File: src/include/mm_ram_consts.svh
// ==========================================================================
// widths, address map and magic values shared by the memory wrapper and
// its testbench, pulled in with `include where needed
// ==========================================================================

`ifndef MM_RAM_CONSTS_SVH
`define MM_RAM_CONSTS_SVH

// memory geometry
`define RAM_ADDR_WIDTH    16
`define INSTR_RDATA_WIDTH 128
`define DATA_WIDTH        32
`define BE_WIDTH          4

// pseudo peripheral address map
`define ADDR_STATUS       32'h2000_0000
`define ADDR_EXIT         32'h2000_0004
`define ADDR_TIMER_MASK   32'h1500_0000
`define ADDR_TIMER_CNT    32'h1500_0004

// values written by the test program to the status register
`define STATUS_PASS_VALUE 32'd123456789
`define STATUS_FAIL_VALUE 32'd1

// timer mask bit, and the id an acknowledge has to carry
`define TIMER_IRQ_ID      3
`define IRQ_ID_WIDTH      5

`define ERR_RDATA         32'hDEAD_BEEF

`endif

File: src/rtl/mm_ram_pkg.sv
// ==========================================================================
// types for the memory wrapper, imported by every RTL block
// ==========================================================================

`default_nettype none

`include "mm_ram_consts.svh"

package mm_ram_pkg;

    // byte address inside the RAM
    typedef logic [`RAM_ADDR_WIDTH-1:0] ram_addr_t;

    typedef logic [`DATA_WIDTH-1:0] data_word_t;

    typedef logic [`BE_WIDTH-1:0] byte_en_t;

    // one instruction fetch, lowest address in the low byte
    typedef logic [`INSTR_RDATA_WIDTH-1:0] instr_word_t;

    // full core address on the data bus
    typedef logic [31:0] bus_addr_t;

    typedef logic [`IRQ_ID_WIDTH-1:0] irq_id_t;

    // source of the data returned with rvalid
    typedef enum logic {
        SEL_RAM = 1'b0,
        SEL_ERR = 1'b1
    } rdata_sel_e;

endpackage

`default_nettype wire

File: src/rtl/data_resp_ctrl.sv
// ==========================================================================
// data port handshake: grant in the request cycle, rvalid and read data
// one cycle later, picking the word from RAM or the error pattern
// ==========================================================================

`default_nettype none
`timescale 1ns/100ps

`include "mm_ram_consts.svh"

module data_resp_ctrl import mm_ram_pkg::*; (
    input  wire logic       clk_i,
    input  wire logic       rst_ni,

    input  wire logic       data_req_i,
    input  wire rdata_sel_e rdata_sel_i,
    input  wire data_word_t ram_rdata_i,

    output      logic       data_gnt_o,
    output      logic       data_rvalid_o,
    output      data_word_t data_rdata_o
);

    logic       rvalid_q;
    rdata_sel_e rdata_sel_q;

    // no stalls, every request is taken at once
    assign data_gnt_o = data_req_i;

    always_ff @(posedge clk_i or negedge rst_ni) begin
        if (!rst_ni) begin
            rvalid_q    <= 1'b0;
            rdata_sel_q <= SEL_RAM;
        end else begin
            rvalid_q    <= data_req_i;
            rdata_sel_q <= rdata_sel_i;
        end
    end

    assign data_rvalid_o = rvalid_q;

    // RAM register already reads zero after a write or an idle cycle
    always_comb begin
        data_rdata_o = '0;
        if (rvalid_q) begin
            if (rdata_sel_q == SEL_ERR) begin
                data_rdata_o = `ERR_RDATA;
            end else begin
                data_rdata_o = ram_rdata_i;
            end
        end
    end

endmodule

`default_nettype wire

File: config.mk
export PLATFORM = sky130hd
export DESIGN_NAME = data_resp_ctrl
export DESIGN_NICKNAME = d
export VERILOG_FILES = /design/src/rtl/mm_ram_pkg.sv /design/src/rtl/data_resp_ctrl.sv
export VERILOG_INCLUDE_DIRS = /design/src /design/src/include
export SDC_FILE = /design/constraint.sdc
export NUM_CORES = 1
export LEC_CHECK = 0
export ABC_AREA = 1
export BUFFER_PORTS_ARGS = -buffer_cell sky130_fd_sc_hd__buf_2
export CAP_MARGIN = 20
export CELL_PAD_IN_SITES_DETAIL_PLACEMENT = 0
export CELL_PAD_IN_SITES_GLOBAL_PLACEMENT = 1
export CORE_UTILIZATION = 10
export DETAILED_ROUTE_END_ITERATION = 16
export PLACE_DENSITY = 0.71
export SYNTH_ARGS = -nofsm -noshare
export SYNTH_HDL_FRONTEND = slang
export SYNTH_SLANG_ARGS = --single-unit
File: constraint.sdc
create_clock -name clk_i -period 0.8 [get_ports clk_i]
set_input_delay 0.12 -clock clk_i [delete_from_list [all_inputs] [get_ports clk_i]]
set_output_delay 0.12 -clock clk_i [all_outputs]
set_load 0.01 [all_outputs]
==> impl_metrics.yaml, run 1 <==
routing:
  drt_first_iter_violations: 3
  detailedRoute.firstPassIterationCount: 2
  avgRoutedWirePerCell_um: 9.81
  finalWirelength_mm: 1.92
  viasPerCell: 3.76
  route.detailed.drc: 0
  detail-route-antenna-nets: 0
  num_vias: 736
sta:
  report.final.hold_viol_count: 0
  grt_setup_unrepaired: "true"
  timing.fmax_mhz: 777
  final_min_period_over_clock_period_pct: 161
  tightestPinTransition_ns: 0.193
  max_slew_margin_pct: 87.1
  period_minus_slack_ns: 1.29
  setup_violations: 33
  final-max-slew-violation-count: 0
  setup_ws_ns: -0.486
synth:
  synth.top_cells.by_area: "nor2_1 60%, dfrtp_1 14%, inv_1 9.6%, buf_6 6.4%, buf_4 4.3%"
  synthesis.area_per_instance_um2: 4.69
  dominant_combinational_cell_family_by_area_after_synthesis: "simple AND/OR/NAND/NOR gates"
  synthXorXnorAreaFrac_pct: 0
  ys_types: 8
  yosysSeqAreaShare_pct: 14.2
  synth_mux_area_share_pct: 0
  synth_fp_nets: 111
  synthesized_cell_area_um2: 352
  synthesis.yosys.warnings: 0
  synth-compound-area-share_pct: 0
  synthesis.instances: 75
  ys_ff_latch: 2
  share_of_synthesized_cell_area_in_and_or_nand_and_nor_gates_pct: 61.6
  synth-adder-area-share_pct: 0
  synthDominantCellAreaShare_pct: 59.8
  synth.largest_area_cell: "nor2_1"
clock_network:
  clock-root-buffer: "clkbuf_4"
  tritoncts: "built"
  cts-root-to-sink-buffers: 2
  numCtsBuffers: 3
  clkTransAtPathRegs_ns: 0.03
  clock_tree.htree_level_count: 1
  cts_sinks: 2
grt:
  global_route.usage.total_pct: 11.0
  pin_count_of_the_biggest_net_entering_global_routing: 15
  first_global_vias: 763
  antenna_found_initial: 0
  grt_first_pass_wirelength_mm: 3.02
  grt.overflow.total: 0
setup_path:
  critical_path.max_fanout: 7
  timing.critical_path.arrival_ns: 1.17
  path_common_cell: "nor2_4"
  crit_path_cell_trace: "clkbuf_16 > nor2_4 > nor2_4 > buf_6"
  crit_path_max_delay_family: "flip-flops"
  critical_path_buf_inv_count: 2
  worstSetupEndpointType: "primary output"
  timing.critical_path.slowest_stage_cell: "dfrtp_2"
  start_kind: "register"
  slowest_delay_ns: 0.47
  category_of_the_critical_setup_timing_path: "reg -> out"
  required_ns: 0.68
layout:
  fill_cells: 344
  synthToLayoutAreaGrowth_pct: 317
  final_util_pct: 43.6
  final_cell_count_no_fill: 196
  drive_gt1_share_pct: 90.0
  insertedDiodeCount: 0
  num-nets-final: 188
  area_of_all_placed_cells_without_fillers_um2: 1470
  mostFrequentLayoutCell: "nor2_4"
  mostFrequentLayoutCells: "51 x nor2_4, 40 x buf_2, 29 x buf_6, 8 x inv_1"
floorplanning:
  core_um2: 3360
  design.die.area_um2: 3760
  floorplan.initialDensity_pct: 10.5
  chipHeight_um: 61.3
  die_w_um: 61.3
  rows: 21
  pin_count: 70
power_and_ir_drop:
  power_density_nw_per_um2: 764
  cellLeakagePower_nw: 0.657
  ir_worst_vdd_mv: 0.620
placement:
  placedInstanceArea_um2: 1180
  dp_hpwl_mm: 1.56
  port_buffers: 69
  numPlacedInstances: 189
  routabilityCongestion: 0.705
run:
  cap_violations: 0
worst_hold_path:
  holdCritPathClass: "in -> reg"
  min_delay_path_depth: 1
  worst_hold_path.endpoint: "data_rvalid_o$_DFF_PN0_"
  worstHoldStart: "data_req_i"
run_status:
  outcome: "complete, but fails checks"
  violated_checks: "setup timing"
## registers in the layout, summed over array words and instances (netlist names)
name / count
data_rvalid_o: 1
rdata_sel_q: 1
## area by class of cell
cell class,instances,area (um^2),area share (%)
Timing Repair Buffer,78,679,46.3
Multi-Input combinational cell,57,613,41.8
Tap cell,46,57.6,3.92
Sequential cell,2,52.6,3.58
Inverter,10,42.5,2.90
Clock buffer,3,22.5,1.53
## layer usage
| layer | track usage, % | part of all wire (%) |
|---|---|---|
| met1 | 10.2 | 30 |
| met2 | 23.3 | 63 |
| met3 | 1.89 | 6.1 |
| met4 | 3.90 | 0.68 |
| met5 | 0 | 0 |
## cell usage after synthesis (all sizes together)
cell type	n
nand2	1
buf	6
nor2	56
dfrtp	2
inv	10
## worst max-delay path by stage
stage	start	to	slack, ns	depth (start not counted)
after floorplan	data_rvalid_o$_DFF_PN0_	data_rdata_o[10]	-0.11	3
after global placement	rdata_sel_q$_DFF_PN0_	data_rdata_o[31]	-0.22	4
after detailed placement	rdata_sel_q$_DFF_PN0_	data_rdata_o[12]	-0.25	4
after CTS	rdata_sel_q$_DFF_PN0_	data_rdata_o[12]	-0.49	4
after global routing	rdata_sel_q$_DFF_PN0_	data_rdata_o[16]	-0.53	4
final	rdata_sel_q$_DFF_PN0_	data_rdata_o[6]	-0.49	4
## through the flow
step	TNS, ns	power, mW	hold slack, ns	setup WS [ns]
3_5_place_dp	-6.89	0.747	-0.0915	-0.246
4_1_cts	-14.50	1.10	0.000640	-0.489
2_1_floorplan	-3.16	0.521	-0.176	-0.115
6_report	-14.59	1.12	0.0186	-0.486
3_3_place_gp	-6.47	0.733	-0.0922	-0.219
5_1_grt	-16.28	1.22	0.00276	-0.531
## timing repair
action	4_1_cts	5_1_grt
pin swaps	1	3
setup buffers	1	0
endpoints found under the setup margin	33	33
gates resized for setup	28	7
cloned	0	1
hold buffers	1	1
endpoints found under the hold margin	2	1
## cells by family after synthesis
logic type,count (synthesis)
flip-flops,2
AND/OR/NAND/NOR,57
buffers and inverters,16
## report_power, final
group | internal [mW] | switching (mW) | total (mW)
clock network | 0.165 | 0.0572 | 0.223
registers | 0.108 | 0.0134 | 0.122
logic | 0.408 | 0.369 | 0.777
total | 0.682 | 0.439 | 1.12
Note: power is estimated with default switching activity, not from simulation.
==> run 2: changes to the inputs <==
--- a/config.mk
+++ b/config.mk
@@ -9,7 +9,7 @@
 export ABC_AREA = 1
 export BUFFER_PORTS_ARGS = -buffer_cell sky130_fd_sc_hd__buf_2
 export CAP_MARGIN = 20
-export CELL_PAD_IN_SITES_DETAIL_PLACEMENT = 0
+export CELL_PAD_IN_SITES_DETAIL_PLACEMENT = 1
 export CELL_PAD_IN_SITES_GLOBAL_PLACEMENT = 1
 export CORE_UTILIZATION = 10
 export DETAILED_ROUTE_END_ITERATION = 16
==> run 2 against run 1 <==
Net effect:
- the run still ends with setup timing left
- clock power barely moved
- setup slack gained 0.00067 ns
- maximum frequency about the same
- count of clock-buffer cells in the layout did not move
- hold slack improved by 0.0070 ns
- final cell count unchanged
- first-iteration DRC count grew to 3.3 times the previous value
- sequential power hardly changed
- die area unchanged
- critical endpoint is now data_rdata_o[9]
- largest cell class unchanged
==> impl_metrics.yaml, run 2 (synthesis gave the netlist of run 1 again) <==
grt:
  global_route.usage.total_pct: 12.4
  first_global_vias: 802
  antenna_found_initial: 0
  grt_util_met1_pct: 10.6
  pin_count_of_the_biggest_net_entering_global_routing: 15
  grt.busiest_layer: "met2"
  use_met2_pct: 27.0
  grt.met3_usage_pct: 3.15
  grt.overflow.total: 0
  grt_first_pass_wirelength_mm: 3.40
setup_path:
  timing.critical_path.arrival_ns: 1.17
  category_of_the_critical_setup_timing_path: "reg -> out"
  critical_path.max_fanout: 7
  start_kind: "register"
  worstSetupEndpointType: "primary output"
  required_ns: 0.68
floorplanning:
  design.die.area_um2: 3760
  die_w_um: 61.3
  core_um2: 3360
  chipHeight_um: 61.3
  pin_count: 70
  floorplan.initialDensity_pct: 10.5
  rows: 21
power_and_ir_drop:
  power_density_nw_per_um2: 766
  total_switching_power_mw: 0.446
  combinationalPowerShare_pct: 69.8
  sw_frac_of_total_pct: 39.5
  total_power_mw: 1.13
  clkPwrFrac_pct: 19.5
  internal_power_mw: 0.683
  sequential_share_of_power_pct: 10.8
  ir_worst_vdd_mv: 0.622
  cellLeakagePower_nw: 0.657
placement:
  post-place-ws_ns: -0.248
  dp_hpwl_mm: 1.81
  routabilityCongestion: 0.705
  port_buffers: 69
  placedInstanceArea_um2: 1180
clock_network:
  clkTransAtPathRegs_ns: 0.03
  clock_tree.htree_level_count: 1
  clock-root-buffer: "clkbuf_4"
  tritoncts: "built"
  numCtsBuffers: 3
  cts_sinks: 2
  cts-root-to-sink-buffers: 2
run_status:
  violated_checks: "setup timing"
  outcome: "complete, but fails checks"
routing:
  viasPerCell: 3.84
  finalWirelength_mm: 2.25
  avgRoutedWirePerCell_um: 11.5
  detail-route-antenna-nets: 0
  num_vias: 752
  drt_first_iter_violations: 10
  detailedRoute.firstPassIterationCount: 2
  route.detailed.drc: 0
sta:
  setup_tns_ns: -14.71
  period_minus_slack_ns: 1.29
  report.final.hold_viol_count: 0
  tightestPinTransition_ns: 0.201
  final-max-slew-violation-count: 0
  setup_ws_ns: -0.486
  final_min_period_over_clock_period_pct: 161
  max_slew_margin_pct: 86.6
  timing.fmax_mhz: 778
  grt_setup_unrepaired: "true"
  setup_violations: 33
layout:
  final_util_pct: 43.8
  fill_cells: 394
  register_area_um2: 52.6
  insertedDiodeCount: 0
  synthToLayoutAreaGrowth_pct: 319
  mostFrequentLayoutCell: "nor2_4"
  multi_input_comb_area_um2: 618
  mostFrequentLayoutCells: "51 x nor2_4, 40 x buf_2, 29 x buf_6, 8 x inv_1, 5 x buf_12"
  drive_gt1_share_pct: 91.3
  num-nets-final: 188
  area_of_all_placed_cells_without_fillers_um2: 1470
worst_hold_path:
  holdCritPathClass: "in -> reg"
  min_delay_path_depth: 1
run:
  cap_violations: 0
[run 2: cell counts in the layout (fill, tap and decap cells not counted)]
No cell type changed its count.
[run 2: worst max-delay path, cell delays in order, from the launching register on]
cell and delay, ns:
dfrtp_2 0.47, clkbuf_16 0.20, nor2_4 0.11, nor2_4 0.05, buf_6 0.11
[run 2: final timing paths]
kind                                            to                  start  slack [ns]
setup / recovery                   data_rdata_o[9]  rdata_sel_q$_DFF_PN0_       -0.49
hold / removal             data_rvalid_o$_DFF_PN0_             data_req_i        0.03
max in group asynchronous  data_rvalid_o$_DFF_PN0_                 rst_ni        0.47
min in group asynchronous    rdata_sel_q$_DFF_PN0_                 rst_ni        0.22
[run 2: per-stage QoR]
step | hold slack, ns | instances
5_1_grt | 0.0137 | 196
4_1_cts | 0.0114 | 195
6_report | 0.0256 | 196
3_3_place_gp | -0.0922 | 189
3_5_place_dp | -0.0881 | 189
2_1_floorplan | -0.176 | 75
[run 2: per-layer routing]
metal  up-vias  wire length (um)
met1       350               683
met3         0               139
met2        41              1430
met5         -                 0
li1        361                 -
met4         0                 0
[run 2: layout make-up]
| class | instances | area share [%] |
|---|---|---|
| Timing Repair Buffer | 78 | 46.1 |
| Multi-Input combinational cell | 57 | 42.0 |
| Tap cell | 46 | 3.91 |
| Sequential cell | 2 | 3.57 |
| Inverter | 10 | 2.89 |
| Clock buffer | 3 | 1.53 |
[run 2: what timing repair did]
item	CTS	global route
endpoints found under the hold margin	3	0
resized for setup	29	8
hold buffers	2	0
gates cloned	0	1
pin swaps	1	4
endpoints found under the setup margin	33	33
buffers inserted	1	0
[run 2: power groups by stage]
stage	combinational [mW]	sequential [mW]	clock, mW
2_1_floorplan	0.404	0.117	0
3_3_place_gp	0.611	0.122	0
3_5_place_dp	0.632	0.122	0
4_1_cts	0.768	0.120	0.233
5_1_grt	0.843	0.123	0.254
6_report	0.787	0.122	0.220
==> run 3: changes to the inputs <==
--- a/config.mk
+++ b/config.mk
@@ -13,7 +13,7 @@
 export CELL_PAD_IN_SITES_GLOBAL_PLACEMENT = 1
 export CORE_UTILIZATION = 10
 export DETAILED_ROUTE_END_ITERATION = 16
-export PLACE_DENSITY = 0.71
+export PLACE_DENSITY = 0.74
 export SYNTH_ARGS = -nofsm -noshare
 export SYNTH_HDL_FRONTEND = slang
 export SYNTH_SLANG_ARGS = --single-unit
==> run 3 against run 2 <==
Net effect:
- the flow still finishes with violations (setup timing)
- flip-flop and latch count unchanged
- sequential share of layout area about the same
- sequential power about the same
- critical path type unchanged
- largest cell class unchanged
- highest routed layer unchanged
==> impl_metrics.yaml, run 3 (synthesis gave the netlist of run 1 again) <==
floorplanning:
  chipHeight_um: 61.3
  die_w_um: 61.3
  design.die.area_um2: 3760
  pin_count: 70
  rows: 21
  core_um2: 3360
  floorplan.initialDensity_pct: 10.5
placement:
  port_buffers: 69
  dp_hpwl_mm: 1.55
  post-place-ws_ns: -0.233
  routabilityCongestion: 0.662
setup_path:
  path_common_cell: "nor2_1"
  required_ns: 0.68
  crit_path_max_delay_family: "flip-flops"
  timing.critical_path.slowest_stage_cell: "dfrtp_2"
  crit_path_cell_trace: "buf_12 > nor2_1 > nor2_1 > buf_2"
  setup_crit_end: "data_rdata_o[30]"
  timing.critical_path.arrival_ns: 1.13
  category_of_the_critical_setup_timing_path: "reg -> out"
  timing.critical_path.depth: 4
  critical_path_buf_inv_count: 2
  slowest_delay_ns: 0.45
  worstSetupStartpoint: "rdata_sel_q$_DFF_PN0_"
  worstSetupEndpointType: "primary output"
  critical_path.max_fanout: 14
  start_kind: "register"
power_and_ir_drop:
  sequential_share_of_power_pct: 10.8
  internal_power_mw: 0.681
  cellLeakagePower_nw: 0.662
  clkPwrFrac_pct: 19.5
  total_switching_power_mw: 0.429
  ir_worst_vdd_mv: 0.746
  power_density_nw_per_um2: 761
  combinationalPowerShare_pct: 69.7
  sw_frac_of_total_pct: 38.6
routing:
  met2RoutedLength_mm: 1.33
  drt_first_iter_violations: 12
  num_vias: 734
  finalWirelength_mm: 2.09
  topRoutingLayerUsed: "met3"
  route.detailed.drc: 0
  detailedRoute.firstPassIterationCount: 6
  m1WireLength_um: 663
  detail-route-antenna-nets: 0
  viasPerCell: 3.71
  met3RoutedLength_um: 96
  avgRoutedWirePerCell_um: 10.6
layout:
  drive_gt1_share_pct: 88.2
  mostFrequentLayoutCells: "48 x nor2_4, 40 x buf_2, 31 x buf_6, 8 x inv_1, 8 x nor2_1"
  num-nets-final: 190
  synthToLayoutAreaGrowth_pct: 315
  insertedDiodeCount: 0
  final_util_pct: 43.3
  mostFrequentLayoutCell: "nor2_4"
grt:
  antenna_found_initial: 0
  pin_count_of_the_biggest_net_entering_global_routing: 15
  grt.overflow.total: 0
  grt_first_pass_wirelength_mm: 3.03
  global_route.usage.total_pct: 10.9
  first_global_vias: 727
sta:
  period_minus_slack_ns: 1.25
  final-max-slew-violation-count: 0
  setup_violations: 33
  max_slew_margin_pct: 89.7
  setup_ws_ns: -0.455
  hold_slack_ns: 0.0220
  grt_setup_unrepaired: "true"
  tightestPinTransition_ns: 0.154
  timing.fmax_mhz: 797
  final_min_period_over_clock_period_pct: 157
  report.final.hold_viol_count: 0
worst_hold_path:
  holdCritPathClass: "in -> reg"
run:
  cap_violations: 0
run_status:
  violated_checks: "setup timing"
  outcome: "complete, but fails checks"
clock_network:
  clock-root-buffer: "clkbuf_4"
  cts-root-to-sink-buffers: 2
  cts_sinks: 2
  clock_tree.htree_level_count: 1
  clkTransAtPathRegs_ns: 0.03
  numCtsBuffers: 3
  tritoncts: "built"
==> run 3: changes by cell type in the layout (fill, tap and decap cells not counted) <==
cell    change
nor2_1      +5
nor2_4      -3
buf_6       +2
nor2_2      -2
buf_12      -1
buf_4       +1
inv_4       -1
inv_6       +1
==> run 3: how the worst min path moves through the flow <==
stage | from | to | slack [ns] | depth (start not counted)
global route | data_req_i | data_rvalid_o$_DFF_PN0_ | 0.02 | 1
global placement | rst_ni | data_rvalid_o$_DFF_PN0_ | -0.09 | 1
finish | data_req_i | data_rvalid_o$_DFF_PN0_ | 0.02 | 1
floorplan | rst_ni | data_rvalid_o$_DFF_PN0_ | -0.18 | 0
CTS | data_req_i | data_rvalid_o$_DFF_PN0_ | 0.01 | 1
detailed placement | rst_ni | data_rvalid_o$_DFF_PN0_ | -0.09 | 1
==> run 3: power by group through the flow <==
| stage | Clock, mW | Combinational (mW) | Sequential [mW] |
|---|---|---|---|
| floorplan | 0 | 0.404 | 0.117 |
| global route | 0.229 | 0.834 | 0.120 |
| finish | 0.216 | 0.773 | 0.120 |
| CTS | 0.228 | 0.758 | 0.119 |
| detailed placement | 0 | 0.634 | 0.120 |
| global placement | 0 | 0.625 | 0.120 |
==> run 3: layout make-up <==
class                      count  area (um^2)
clock buffer                   3         22.5
fill                         409         1910
inverter                      10         45.0
multi-input combinational     57          591
sequential                     2         52.6
tap                           46         57.6
timing repair buffer          80          689
==> run 3: per-layer routing <==
metal | track usage (%) | vias to the layer above
met5 | 0 | -
met4 | 1.95 | 0
met3 | 1.47 | 0
met2 | 23.8 | 32
li1 | - | 363
met1 | 10.4 | 339
==> run 3: per-stage QoR <==
stage                     total power, mW  area [um^2]  cells  setup TNS, ns
after detailed placement            0.754         1190    191          -6.96
after CTS                            1.10         1420    196         -14.35
after global routing                 1.18         1460    198         -15.22
final                                1.11         1460    198         -14.02
after global placement              0.744         1190    191          -6.72
after floorplan                     0.521          783     75          -3.16
==> run 3: what timing repair did <==
action / 4_1_cts / 5_1_grt
resized for setup: 29 / 3
buffers inserted: 0 / 1
cloned: 0 / 1
endpoints found under the setup margin: 33 / 33
endpoints found under the hold margin: 3 / 0
hold buffers: 2 / 0
pin swaps: 2 / 0
