**config.mk**
```make
export PLATFORM = sky130hd
export DESIGN_NAME = mm_addr_decoder
export DESIGN_NICKNAME = d
export VERILOG_FILES = /design/src/rtl/mm_ram_pkg.sv /design/src/rtl/mm_addr_decoder.sv
export VERILOG_INCLUDE_DIRS = /design/src /design/src/include
export SDC_FILE = /design/constraint.sdc
export NUM_CORES = 1
export LEC_CHECK = 0
export ABC_AREA = 0
export BUFFER_PORTS_ARGS = -buffer_cell sky130_fd_sc_hd__buf_4
export CAP_MARGIN = 20
export CORE_AREA = 5 5 72 74
export DETAILED_ROUTE_END_ITERATION = 10
export DIE_AREA = 0 0 77 79
export GPL_ROUTABILITY_DRIVEN = 0
export PLACE_DENSITY = 0.77
export SLEW_MARGIN = 25
export SYNTH_ARGS = -nofsm -noshare
export SYNTH_HDL_FRONTEND = slang
export SYNTH_SLANG_ARGS = --single-unit
```
**constraint.sdc**
```tcl
create_clock -name vclk -period 1.9
set_input_delay 0.19 -clock vclk [all_inputs]
set_output_delay 0.19 -clock vclk [all_outputs]
set_load 0.01 [all_outputs]
```
**src/include/mm_ram_consts.svh**
```systemverilog
// ==========================================================================
// widths, address map and magic values shared by the memory wrapper and
// its testbench, pulled in with `include where needed
// ==========================================================================

`ifndef MM_RAM_CONSTS_SVH
`define MM_RAM_CONSTS_SVH

// memory geometry
`define RAM_ADDR_WIDTH    16
`define INSTR_RDATA_WIDTH 128
`define DATA_WIDTH        32
`define BE_WIDTH          4

// pseudo peripheral address map
`define ADDR_STATUS       32'h2000_0000
`define ADDR_EXIT         32'h2000_0004
`define ADDR_TIMER_MASK   32'h1500_0000
`define ADDR_TIMER_CNT    32'h1500_0004

// values written by the test program to the status register
`define STATUS_PASS_VALUE 32'd123456789
`define STATUS_FAIL_VALUE 32'd1

// timer mask bit, and the id an acknowledge has to carry
`define TIMER_IRQ_ID      3
`define IRQ_ID_WIDTH      5

`define ERR_RDATA         32'hDEAD_BEEF

`endif

```
**src/rtl/mm_ram_pkg.sv**
```systemverilog
// ==========================================================================
// types for the memory wrapper, imported by every RTL block
// ==========================================================================

`default_nettype none

`include "mm_ram_consts.svh"

package mm_ram_pkg;

    // byte address inside the RAM
    typedef logic [`RAM_ADDR_WIDTH-1:0] ram_addr_t;

    typedef logic [`DATA_WIDTH-1:0] data_word_t;

    typedef logic [`BE_WIDTH-1:0] byte_en_t;

    // one instruction fetch, lowest address in the low byte
    typedef logic [`INSTR_RDATA_WIDTH-1:0] instr_word_t;

    // full core address on the data bus
    typedef logic [31:0] bus_addr_t;

    typedef logic [`IRQ_ID_WIDTH-1:0] irq_id_t;

    // source of the data returned with rvalid
    typedef enum logic {
        SEL_RAM = 1'b0,
        SEL_ERR = 1'b1
    } rdata_sel_e;

endpackage

`default_nettype wire

```
**src/rtl/mm_addr_decoder.sv**
```systemverilog
// ==========================================================================
// splits data requests between RAM, timer and test status registers;
// the status pulses are combinational and last only for the request cycle
// ==========================================================================

`default_nettype none
`timescale 1ns/100ps

`include "mm_ram_consts.svh"

module mm_addr_decoder import mm_ram_pkg::*; (
    input  wire logic       data_req_i,
    input  wire logic       data_we_i,
    input  wire bus_addr_t  data_addr_i,
    input  wire byte_en_t   data_be_i,
    input  wire data_word_t data_wdata_i,

    // toward the RAM data port
    output      logic       ram_req_o,
    output      ram_addr_t  ram_addr_o,
    output      logic       ram_we_o,
    output      byte_en_t   ram_be_o,
    output      data_word_t ram_wdata_o,

    // timer register writes
    output      logic       timer_mask_we_o,
    output      logic       timer_cnt_we_o,
    output      data_word_t timer_wdata_o,

    output      rdata_sel_e rdata_sel_o,

    output      logic       tests_passed_o,
    output      logic       tests_failed_o,
    output      logic       exit_valid_o,
    output      data_word_t exit_value_o
);

    logic ram_hit;
    logic wr_req;

    // everything below 2**RAM_ADDR_WIDTH lands in RAM
    assign ram_hit = (data_addr_i[31:`RAM_ADDR_WIDTH] == '0);
    assign wr_req  = data_req_i & data_we_i;

    always_comb begin
        ram_req_o       = 1'b0;
        ram_addr_o      = '0;
        ram_we_o        = 1'b0;
        ram_be_o        = '0;
        ram_wdata_o     = '0;
        timer_mask_we_o = 1'b0;
        timer_cnt_we_o  = 1'b0;
        timer_wdata_o   = '0;
        rdata_sel_o     = SEL_RAM;
        tests_passed_o  = 1'b0;
        tests_failed_o  = 1'b0;
        exit_valid_o    = 1'b0;
        exit_value_o    = '0;

        if (data_req_i && ram_hit) begin
            // word aligned, byte lanes picked by the enables
            ram_req_o   = 1'b1;
            ram_addr_o  = {data_addr_i[`RAM_ADDR_WIDTH-1:2], 2'b00};
            ram_we_o    = data_we_i;
            ram_be_o    = data_be_i;
            ram_wdata_o = data_wdata_i;
        end else if (wr_req) begin
            if (data_addr_i == `ADDR_TIMER_MASK) begin
                timer_mask_we_o = 1'b1;
                timer_wdata_o   = data_wdata_i;
            end else if (data_addr_i == `ADDR_TIMER_CNT) begin
                timer_cnt_we_o = 1'b1;
                timer_wdata_o  = data_wdata_i;
            end else if (data_addr_i == `ADDR_STATUS) begin
                // any other value on the status register is ignored
                tests_passed_o = (data_wdata_i == `STATUS_PASS_VALUE);
                tests_failed_o = (data_wdata_i == `STATUS_FAIL_VALUE);
            end else if (data_addr_i == `ADDR_EXIT) begin
                exit_valid_o = 1'b1;
                exit_value_o = data_wdata_i;
            end
            // unmapped writes are dropped
        end else if (data_req_i) begin
            // peripherals are write only, so reads here are errors
            rdata_sel_o = SEL_ERR;
        end
    end

endmodule

`default_nettype wire

```
==> summary.md, run 1 <==
The average via count per standard cell works out to 5.009. The non-filler instance count after layout is 438. Among all stages on the critical path, the largest delay is contributed by sky130_fd_sc_hd__nor4_4. For the post-synthesis instance area, the log shows 1160 sq um. The wire-length estimate of the detail-placed layout is 5433 um. The worst setup path is launched from an input pin. The area of the core region was 4536 sq um; the sequential cell area in the final layout was 0 sq um.

The die area is 6083 sq um, and the global route total overflow is 0. Data arrives at the worst endpoint at 1.75 ns. Across the run, the number of max-cap violations was 0.

The layout has 0 clock buffers. The vertical die dimension is 79 um. Setup violations remaining at the end of the flow were counted as 17. The largest single stage delay on the critical path is 0.35 ns. The run gives 0 as the quantity of hold-fixing buffers added after cts.

sky130_fd_sc_hd__and2_1 takes more of the synthesized area than any other cell. The worst hold path belongs to the class input pin to output pin. For the fmax, the log shows 516.4 MHz. The remaining number of nets flagged by the antenna check after routing was 0.

The signal on the critical path passes through buf_4 -> nor4_4 -> nand4b_4 -> nor4_4 -> buf_6 -> clkbuf_16 -> and2_4 -> buf_6. Of all nets on the critical path, the largest fanout is 8. The number of pins exceeding their max-slew limit in the final report was 0; the required time of the worst setup path was 1.71 ns. By area the synthesized netlist is led by sky130_fd_sc_hd__and2_1 (46%), sky130_fd_sc_hd__and3_1 (17%), sky130_fd_sc_hd__nor4_1 (6.5%), sky130_fd_sc_hd__buf_6 (4.9%), sky130_fd_sc_hd__nor4_4 (3.7%). The final instance area is 3545 sq um. The final critical-path share of the clock period is 101.9%. The via count of the first global-routing pass is 1989, and the initial antenna violation count is 0.

The row count was 25; the switching power share of the total was 43.51%. The number of different library cells used by synthesis comes to 23. The logs give -0.03632 ns for the post-route worst setup slack and 419 for the number of placed instances, taps included. Of the total power, the clock network draws 0%. Cells fill 78.15% of the core in the end.

The mean instance size in the synthesized netlist was 6.628 sq um; the global-route wire length before repair was 9963 um. The logs give 303 for the layout filler cell count and 0.07891 mV for the largest voltage drop on the vdd net. The quantity of I/O buffers inserted on ports works out to 192. During synthesis, Yosys emitted a total of 0 warnings. Cell internal power was estimated by the tool at 0.0001150 W. The synthesized design devotes to its leading area cell type 46.39% of total area.

The starting DRC count in detailed routing was 95; the number of instances in the synthesized netlist was 175. Width of the die: 77 um. The worst setup path is captured at an output pin. The count of endpoints failing hold in the final timing report came out at 0. Setup repair after global routing could not meet its margin everywhere. The flow ran to the end, but the final reports show violations. The placed instances occupy a cell area of 2691 sq um. The initial standard-cell utilization of the core is 25.57%. For the routed wire length, the log shows 8207 um.

The completed layout was analyzed and its total power is 0.0002036 W. The worst setup path is of the input pin to output pin kind. The final net count is 456, and the share of the yosys chip area belonging to registers is 0%. After detailed routing, the average wire length per cell comes to 18.74 um. Dividing total power by cell area gives a power density of 57.44 nW/um^2. In the finished design the tool counted flip-flops and latches totalling 0. The first TritonRoute pass finished after 4 iterations. For this design the static power due to leakage is 1.929 nW. After detailed routing, the number of remaining DRC violations is 0. Fraction of final layout cells with drive strength greater than 1: 78.91%. Compared with the post-synthesis result, the final layout area differs by 205.6%. 194 I/O pins were placed. In this run, the combinational gates consume 100.0% of the power. The routed layout has 2194 vias.

The antenna diode instance count is 0. The final reports fail on setup timing. For the finished layout, the period the worst path requires is 1.936 ns. The switching power is 0.00008859 W. For the sequential share of power, the log shows 0%. Entering global routing, the biggest net connects 33 pins. The global-route usage over all layers is 19.11%.
-- power groups by stage --
stage / Combinational (W) / Clock, W / Sequential, W
finish: 0.000204 / 0 / 0
global route: 0.000217 / 0 / 0
CTS: 0.000185 / 0 / 0
detailed placement: 0.000175 / 0 / 0
global placement: 0.000171 / 0 / 0
floorplan: 0.0000232 / 0 / 0
-- repair_timing --
item | CTS | global route
gates resized for setup | 13 | 156
setup buffers | 3 | 4
pin swaps | 5 | 58
endpoints found under the setup margin | 101 | 120
gates cloned | 1 | 11
-- path summary, 6_finish.rpt --
check,startpoint,end,slack (ns),cells past startpoint
setup / recovery,data_addr_i[20],ram_addr_o[11],-0.04,8
hold / removal,data_we_i,rdata_sel_o,0.66,3
-- Yosys cell counts --
master                     count
sky130_fd_sc_hd__nand2b_1      1
sky130_fd_sc_hd__clkbuf_2      3
sky130_fd_sc_hd__nand3_1       3
sky130_fd_sc_hd__nand4_1       5
sky130_fd_sc_hd__nor2_1        2
sky130_fd_sc_hd__nand2_1       1
sky130_fd_sc_hd__nor4b_1       2
sky130_fd_sc_hd__conb_1        1
sky130_fd_sc_hd__nand4b_1      1
sky130_fd_sc_hd__and4_1        2
sky130_fd_sc_hd__nor4_2        3
sky130_fd_sc_hd__nand4b_2      1
sky130_fd_sc_hd__nor3b_1       2
sky130_fd_sc_hd__buf_4         2
sky130_fd_sc_hd__inv_1         1
sky130_fd_sc_hd__nor4_1       12
sky130_fd_sc_hd__clkbuf_1      6
sky130_fd_sc_hd__buf_6         5
sky130_fd_sc_hd__and3_1       32
sky130_fd_sc_hd__and2_1       86
sky130_fd_sc_hd__nor3_1        1
sky130_fd_sc_hd__or4_1         1
sky130_fd_sc_hd__nor4_4        2
-- layout make-up --
cell class / count / area, sq um / share of cell area (%)
timing repair buffer: 224 / 2167 / 61.14
multi-input combinational: 159 / 1306 / 36.85
inverter: 1 / 3.754 / 0.1059
tap: 54 / 67.56 / 1.906
-- cells in the final DEF (no fill, tap or decap) --
master	count
sky130_fd_sc_hd__buf_12	5
sky130_fd_sc_hd__nand3_1	3
sky130_fd_sc_hd__and2_1	21
sky130_fd_sc_hd__inv_1	1
sky130_fd_sc_hd__and3_4	1
sky130_fd_sc_hd__nand4_1	5
sky130_fd_sc_hd__and2_4	65
sky130_fd_sc_hd__nand2_2	1
sky130_fd_sc_hd__nor2_1	2
sky130_fd_sc_hd__conb_1	2
sky130_fd_sc_hd__and3_1	31
sky130_fd_sc_hd__nor3b_1	1
sky130_fd_sc_hd__nor4_4	6
sky130_fd_sc_hd__nor3b_2	1
sky130_fd_sc_hd__nand2b_1	1
sky130_fd_sc_hd__clkbuf_16	7
sky130_fd_sc_hd__buf_8	1
sky130_fd_sc_hd__buf_6	78
sky130_fd_sc_hd__nor4_2	3
sky130_fd_sc_hd__or4_1	1
sky130_fd_sc_hd__nor4b_1	2
sky130_fd_sc_hd__buf_4	133
sky130_fd_sc_hd__nor3_4	1
sky130_fd_sc_hd__nor4_1	8
sky130_fd_sc_hd__and4_1	2
sky130_fd_sc_hd__nand4b_1	1
sky130_fd_sc_hd__nand4b_4	1
-- stage by stage --
stage               hold slack, ns  worst slack, ns  TNS [ns]
finish                      0.6563         -0.03632   -0.2411
global route                0.6649         -0.09639    -4.370
CTS                         0.6474         -0.03165   -0.7156
detailed placement          0.6467          -0.1104    -5.531
global placement            0.6423         -0.07333    -3.329
floorplan                   0.4303           0.1270         0
-- kinds of logic after synthesis --
kind of cell	synth area share [%]
buf+inv	9.707
other cells	0.3233
simple gates	89.97
-- critical path: cells and delay by family --
kind,cells,cell delay [ns]
simple gates,4,0.96
buf+inv,4,0.59
-- metal layers --
metal | track usage [%] | up-vias | share of wire [%]
li1 | - | 1027 | -
met1 | 22.65 | 1035 | 37
met2 | 35.82 | 122 | 54
met3 | 4.989 | 10 | 8.5
met4 | 1.375 | 0 | 1.0
met5 | 0 | - | 0
No activity file was read; power rests on OpenSTA's default activity.
==> run 2: changes to the inputs <==
Settings changed: BUFFER_PORTS_ARGS -buffer_cell sky130_fd_sc_hd__buf_4 to not set, CORE_AREA 5 5 72 74 to 5 5 73 75, DIE_AREA 0 0 77 79 to 0 0 78 80, DONT_BUFFER_PORTS set to 1, PLACE_DENSITY 0.77 to not set.
==> run 2 against run 1 <==
The run now ends clean. Critical path depth decreased by 3. Global-route usage shrank 5.6 points. Power down 87%. Setup slack better by 0.16 ns. Critical path type unchanged. Critical endpoint is now timer_wdata_o[16]. Largest power group unchanged.
==> summary.md, run 2 (same netlist as run 1, synthesis figures left out) <==
The run finished with clean final reports. The initial antenna violation count is 0, and the sequential cell area in the final layout is 0 sq um. In the global route stage, met3 resource usage came out at 1.919%.

The kind of path behind the tightest hold check is input pin to output pin. Setup repair after global routing left no endpoint under its margin. The timing endpoint of the critical path was timer_wdata_o[16].

The worst hold path stage count was 1; the quantity of I/O buffers inserted on ports was 0. For this design the static power due to leakage is 0.6122 nW. The run gives 1212 sq um as the cell area after placement. For this design, the slowest cell found on the critical path is sky130_fd_sc_hd__nor4_4. Across all layers, the routed design uses 1344 vias. The via count of the first global-routing pass was 1301; the vertical die dimension was 80 um. Dividing the detail-routed via count by the number of cells gives 5.973. Along the worst path, the maximum fanout reaches 17. In the routed design, unresolved DRC markers number 0.

After detailed routing, the average wire length per cell comes to 22.88 um. The flip-flop and latch count is 0, and the met1 track demand over resource is 18.33%. Dividing total power by cell area gives a power density of 20.87 nW/um^2. The die covers 6240 sq um. For the count of endpoints failing hold in the final timing report, the log shows 0. For this run, the detailed router's first-pass iteration total came to 4.

For the worst setup path, the data required time is 1.71 ns. The kind of end point of the critical path was an output pin. The floorplan has 25 rows. The tool flagged a number of max-cap violations equal to 0. For met2 alone, demand over resource in global routing was 23.87%.

The maximum single-stage delay on the critical path came out at 0.32 ns. For the fraction of the core area covered by cells at the end of the flow, the log shows 27.86%. For the antenna diode instance count, the log shows 0. The global-route usage over all layers came out at 13.49%. Grouping stages by cell kind, the critical path spends the most delay in simple AND/OR/NAND/NOR gates. The setup-violating endpoint count in the final report is 0.

For the global-route wire length before repair, the log shows 7141 um. Static timing analysis puts the maximum clock frequency at 562.2 MHz. The run gives 4598 sq um as the area of the core region. The HPWL after detailed placement is 4209 um.

The path length in cells of the critical path was 5. The fraction of final layout cells with drive strength greater than 1 came out at 10.53%. After the first detailed-routing iteration, the DRC count stood at 51. Of the available clock period, the critical path in the final layout requires 93.62%. The initial standard-cell utilization of the core is 25.22%, and the width of the die is 78 um.

The highest-utilization routing layer at the global route stage was met2. The critical path goes through nor4_1 -> nand4b_1 -> nor4_4 -> buf_4 -> and2_1. Summed over all layers, the global routing overflow is 0. The time the final worst path needs with I/O delays and setup was 1.779 ns; the worst slack on hold paths was 0.4401 ns. IR analysis of the VDD net gives a maximum drop of 0.01759 mV.

The logs give 194 for the number of top-level pins and 5149 um for the routed wire length. The worst setup path is launched from an input pin. The logs give 1281 sq um for the final instance area and 34 for the largest net degree at the start of global routing. From synthesis to final layout, the design area changed by 10.46%. The library cell used most frequently in the layout, excluding fill and tap cells, is sky130_fd_sc_hd__and2_1. The number of hold buffers added after CTS was 0. At the worst endpoint, the arrival time is 1.59 ns. For the sum of negative setup slack, the log shows 0 ns. Once detail routing completed, the nets flagged for antenna violations numbered 0. The clock buffers instantiated in the layout total 0. The number of buffers and inverters on the critical path works out to 1. For the final net count, the log shows 243. The critical path is of the input pin to output pin type.

The number of pins exceeding their max-slew limit in the final report was 0. Tracing the worst setup path back leads to its startpoint at data_addr_i[3]. In the layout the commonest cells are sky130_fd_sc_hd__and2_1 (86), sky130_fd_sc_hd__and3_1 (32), sky130_fd_sc_hd__nor4_1 (12).
## run 2: cell count changes in the layout (fill, tap and decap cells not counted), moves of 3 or more
cell                        previous run  this run
sky130_fd_sc_hd__clkbuf_16             7         0
sky130_fd_sc_hd__nor4_2                3         0
sky130_fd_sc_hd__buf_4               133         6
sky130_fd_sc_hd__buf_6                78         3
sky130_fd_sc_hd__nor4_1                8        12
sky130_fd_sc_hd__and2_4               65         0
sky130_fd_sc_hd__and2_1               21        86
sky130_fd_sc_hd__buf_12                5         2
## run 2: timing repair
item                                    CTS  global route
resized for setup                         0             9
endpoints found under the setup margin    0            84
setup buffers                             0             2
## run 2: cell type report
class | count | area [sq um]
multi-input combinational | 159 | 1091
timing repair buffer | 11 | 118.9
inverter | 1 | 3.754
tap | 54 | 67.56
fill | 506 | 3317
## run 2: how the worst min path moves through the flow
stage / startpoint / to
floorplan: data_we_i / rdata_sel_o
global placement: data_we_i / rdata_sel_o
detailed placement: data_we_i / rdata_sel_o
CTS: data_we_i / rdata_sel_o
global route: data_we_i / rdata_sel_o
finish: data_we_i / rdata_sel_o
## run 2: routing by layer
| metal | part of all wire (%) | up-vias |
|---|---|---|
| li1 | - | 599 |
| met1 | 39 | 637 |
| met2 | 51 | 108 |
| met3 | 11 | 0 |
| met4 | 0 | 0 |
| met5 | 0 | - |
## run 2: where the power goes
part / internal [W] / switching [W] / total (W)
combinational: 0.0000141 / 0.0000126 / 0.0000267
clock: 0 / 0 / 0
sequential: 0 / 0 / 0
total: 0.0000141 / 0.0000126 / 0.0000267
## run 2: metrics by stage
step                 power [W]  worst slack, ns  cells
global route        0.00002885          0.02860    225
detailed placement  0.00002414          0.07951    222
CTS                 0.00002424          0.07890    222
global placement    0.00002389           0.1200    222
finish              0.00002674           0.1212    225
floorplan           0.00002322           0.1270    176
==> run 3: changes to the inputs <==
Settings changed: RECOVER_POWER set to 50.
Clock period 1.9 ns to 1.6 ns, I/O delays scaled along.
==> run 3 against run 2 <==
The run now ends with setup timing left. First-iteration DRC count grew 59%. Die area is the same. Cell area grew 52%.
==> summary.md, run 3 (same netlist as run 1, synthesis figures left out) <==
The flow ran to the end, but the final reports show violations. The final reports fail on setup timing. The analysis attributes to net switching a power of 0.00001681 W. The floorplan step set the die height to 80 um. The worst path uses 108.5% of the clock period.

During placement, the flow inserted port buffers numbering 0. The final layout contains routed wiring with a total length of 6629 um. Hold is met by 0.3518 ns. The floorplan step defined a core boundary enclosing 4598 sq um. The sequential cell area in the final layout is 0 sq um, and the final net count is 265. The first global-routing pass estimated 8211 um of wire. For the logic gate share of total power, the log shows 100.0%.

The kind of end point of the critical path was an output pin. The quantity of hold-fixing buffers added after cts was 0. For the count of endpoints failing hold in the final timing report, the log shows 0. 194 I/O pins were placed.

Setup violations remaining at the end of the flow were counted as 88. The library cells used most frequently in the layout, excluding fill and tap cells, are sky130_fd_sc_hd__and2_4 (84), sky130_fd_sc_hd__and3_1 (26), sky130_fd_sc_hd__buf_4 (10). Summing internal, switching and leakage power gives 0.00004069 W. Sequential cells account for 0% of the total power. Net switching is 41.32% of the power. The tools report the placement-stage worst setup slack as -0.09917 ns. Once the floorplan was initialized, standard cells occupied 25.22% of the core. At the end of the flow the core is filled with cells to 42.29%.

Cell internal power was estimated by the tool at 0.00002388 W. Fill cells in the final layout number 457. The clock buffers instantiated in the layout total 0. In the final layout, the share of cells above drive strength 1 is 70.98%.

In the routed layout, each cell is associated on average with a via count of 5.939. The largest net degree at the start of global routing came out at 28. The static power due to leakage is 0.9108 nW, and the area added between synthesis and finish is 67.64%. For the starting DRC count in detailed routing, the log shows 81. The library cell used most frequently in the layout, excluding fill and tap cells, is sky130_fd_sc_hd__and2_4.

The clock network power share was 0%; the number of design rule violations left after detail routing was 0. The largest voltage drop on the vdd net came out at 0.01512 mV. For the remaining number of nets flagged by the antenna check after routing, the log shows 0.

Traced cell by cell, the critical path runs through nor4_4 -> nand4b_4 -> nor4_4 -> buf_4 -> bufbuf_16 -> and2_4. The post-route worst setup slack was -0.1364 ns. The via count of the first global-routing pass was 1439. The slowest library cell on the worst path was sky130_fd_sc_hd__nor4_4. Dividing the detail-routed wire length by the instance count gives 26.84 um. The tools report the die area as 6240 sq um. Measured along the x axis, the die boundary spans 78 um. Along the worst path, the maximum fanout reaches 13.

Setup repair after global routing could not meet its margin everywhere. The number of pins exceeding their max-slew limit in the final report was 0. The global route total overflow is 0, and the row count is 25.

The flip-flop and latch count came out at 0. The global-route usage over all layers came out at 16.01%. The kind of path behind the tightest hold check was input pin to output pin. The data arrival time of the worst path came out at 1.58 ns. For the sum of negative setup slack, the log shows -7.850 ns. Detailed placement ended at an HPWL of 4135 um. The most common cell type on the critical path was sky130_fd_sc_hd__nor4_4. The antenna diode instance count came out at 0. The worst setup path is launched from an input pin. The worst hold path stage count works out to 1. Based on the critical path, the design can be clocked at up to 575.9 MHz. For the worst setup path, the data required time is 1.44 ns. The area of the multi-input gates came out at 1424 sq um. The tool flagged a number of max-cap violations equal to 0. For this run, the slowest stage of the critical path takes 0.35 ns. The initial antenna violation count was 0.

Dividing total power by cell area gives a power density of 20.92 nW/um^2. The routed layout has 1467 vias. The critical path is of the input pin to output pin type. The first TritonRoute pass finished after 4 iterations. The smallest clock period supported by the final layout is computed as 1.736 ns.
==> run 3: cell count changes in the layout (fill, tap and decap cells not counted), sizes merged <==
cell / change
bufbuf: +1
clkbuf: +7
buf: +14
==> run 3: area by class of cell <==
type	count	share of cell area, %
Timing Repair Buffer	33	23.10
Tap cell	54	3.475
Inverter	1	0.1931
Multi-Input combinational cell	159	73.23
==> run 3: worst max-delay path, delay by kind of cell <==
family / cells / cell delay, ns
buffers and inverters: 2 / 0.43
AND/OR/NAND/NOR: 4 / 0.97
==> run 3: metal layers <==
layer  vias to the layer above  track usage, %  wire (um)
li1                        644               -          -
met4                         0          0.1689          0
met1                       712           21.33       2629
met5                         -               0          0
met3                         0           2.370        524
met2                       111           28.71       3476
==> run 3: power by group through the flow <==
stage	clock network [W]	logic, W	registers (W)
5_1_grt	0	0.0000434	0
2_1_floorplan	0	0.0000305	0
4_1_cts	0	0.0000341	0
3_3_place_gp	0	0.0000334	0
6_report	0	0.0000407	0
3_5_place_dp	0	0.0000334	0
==> run 3: repair_timing <==
action | 4_1_cts | 5_1_grt
pin swaps | 11 | 24
setup endpoints to repair | 105 | 117
gates cloned | 4 | 7
resized for setup | 44 | 52
buffers inserted | 5 | 3
==> run 3: stage by stage <==
step / instances / cell area, sq um
6_report: 247 / 1944
5_1_grt: 247 / 1944
4_1_cts: 237 / 1603
3_5_place_dp: 228 / 1363
3_3_place_gp: 228 / 1363
2_1_floorplan: 176 / 1274
==> run 3: worst paths after layout <==
| check | start | slack (ns) | to |
|---|---|---|---|
| setup / recovery | data_addr_i[17] | -0.14 | ram_addr_o[9] |
| hold / removal | data_we_i | 0.35 | rdata_sel_o |
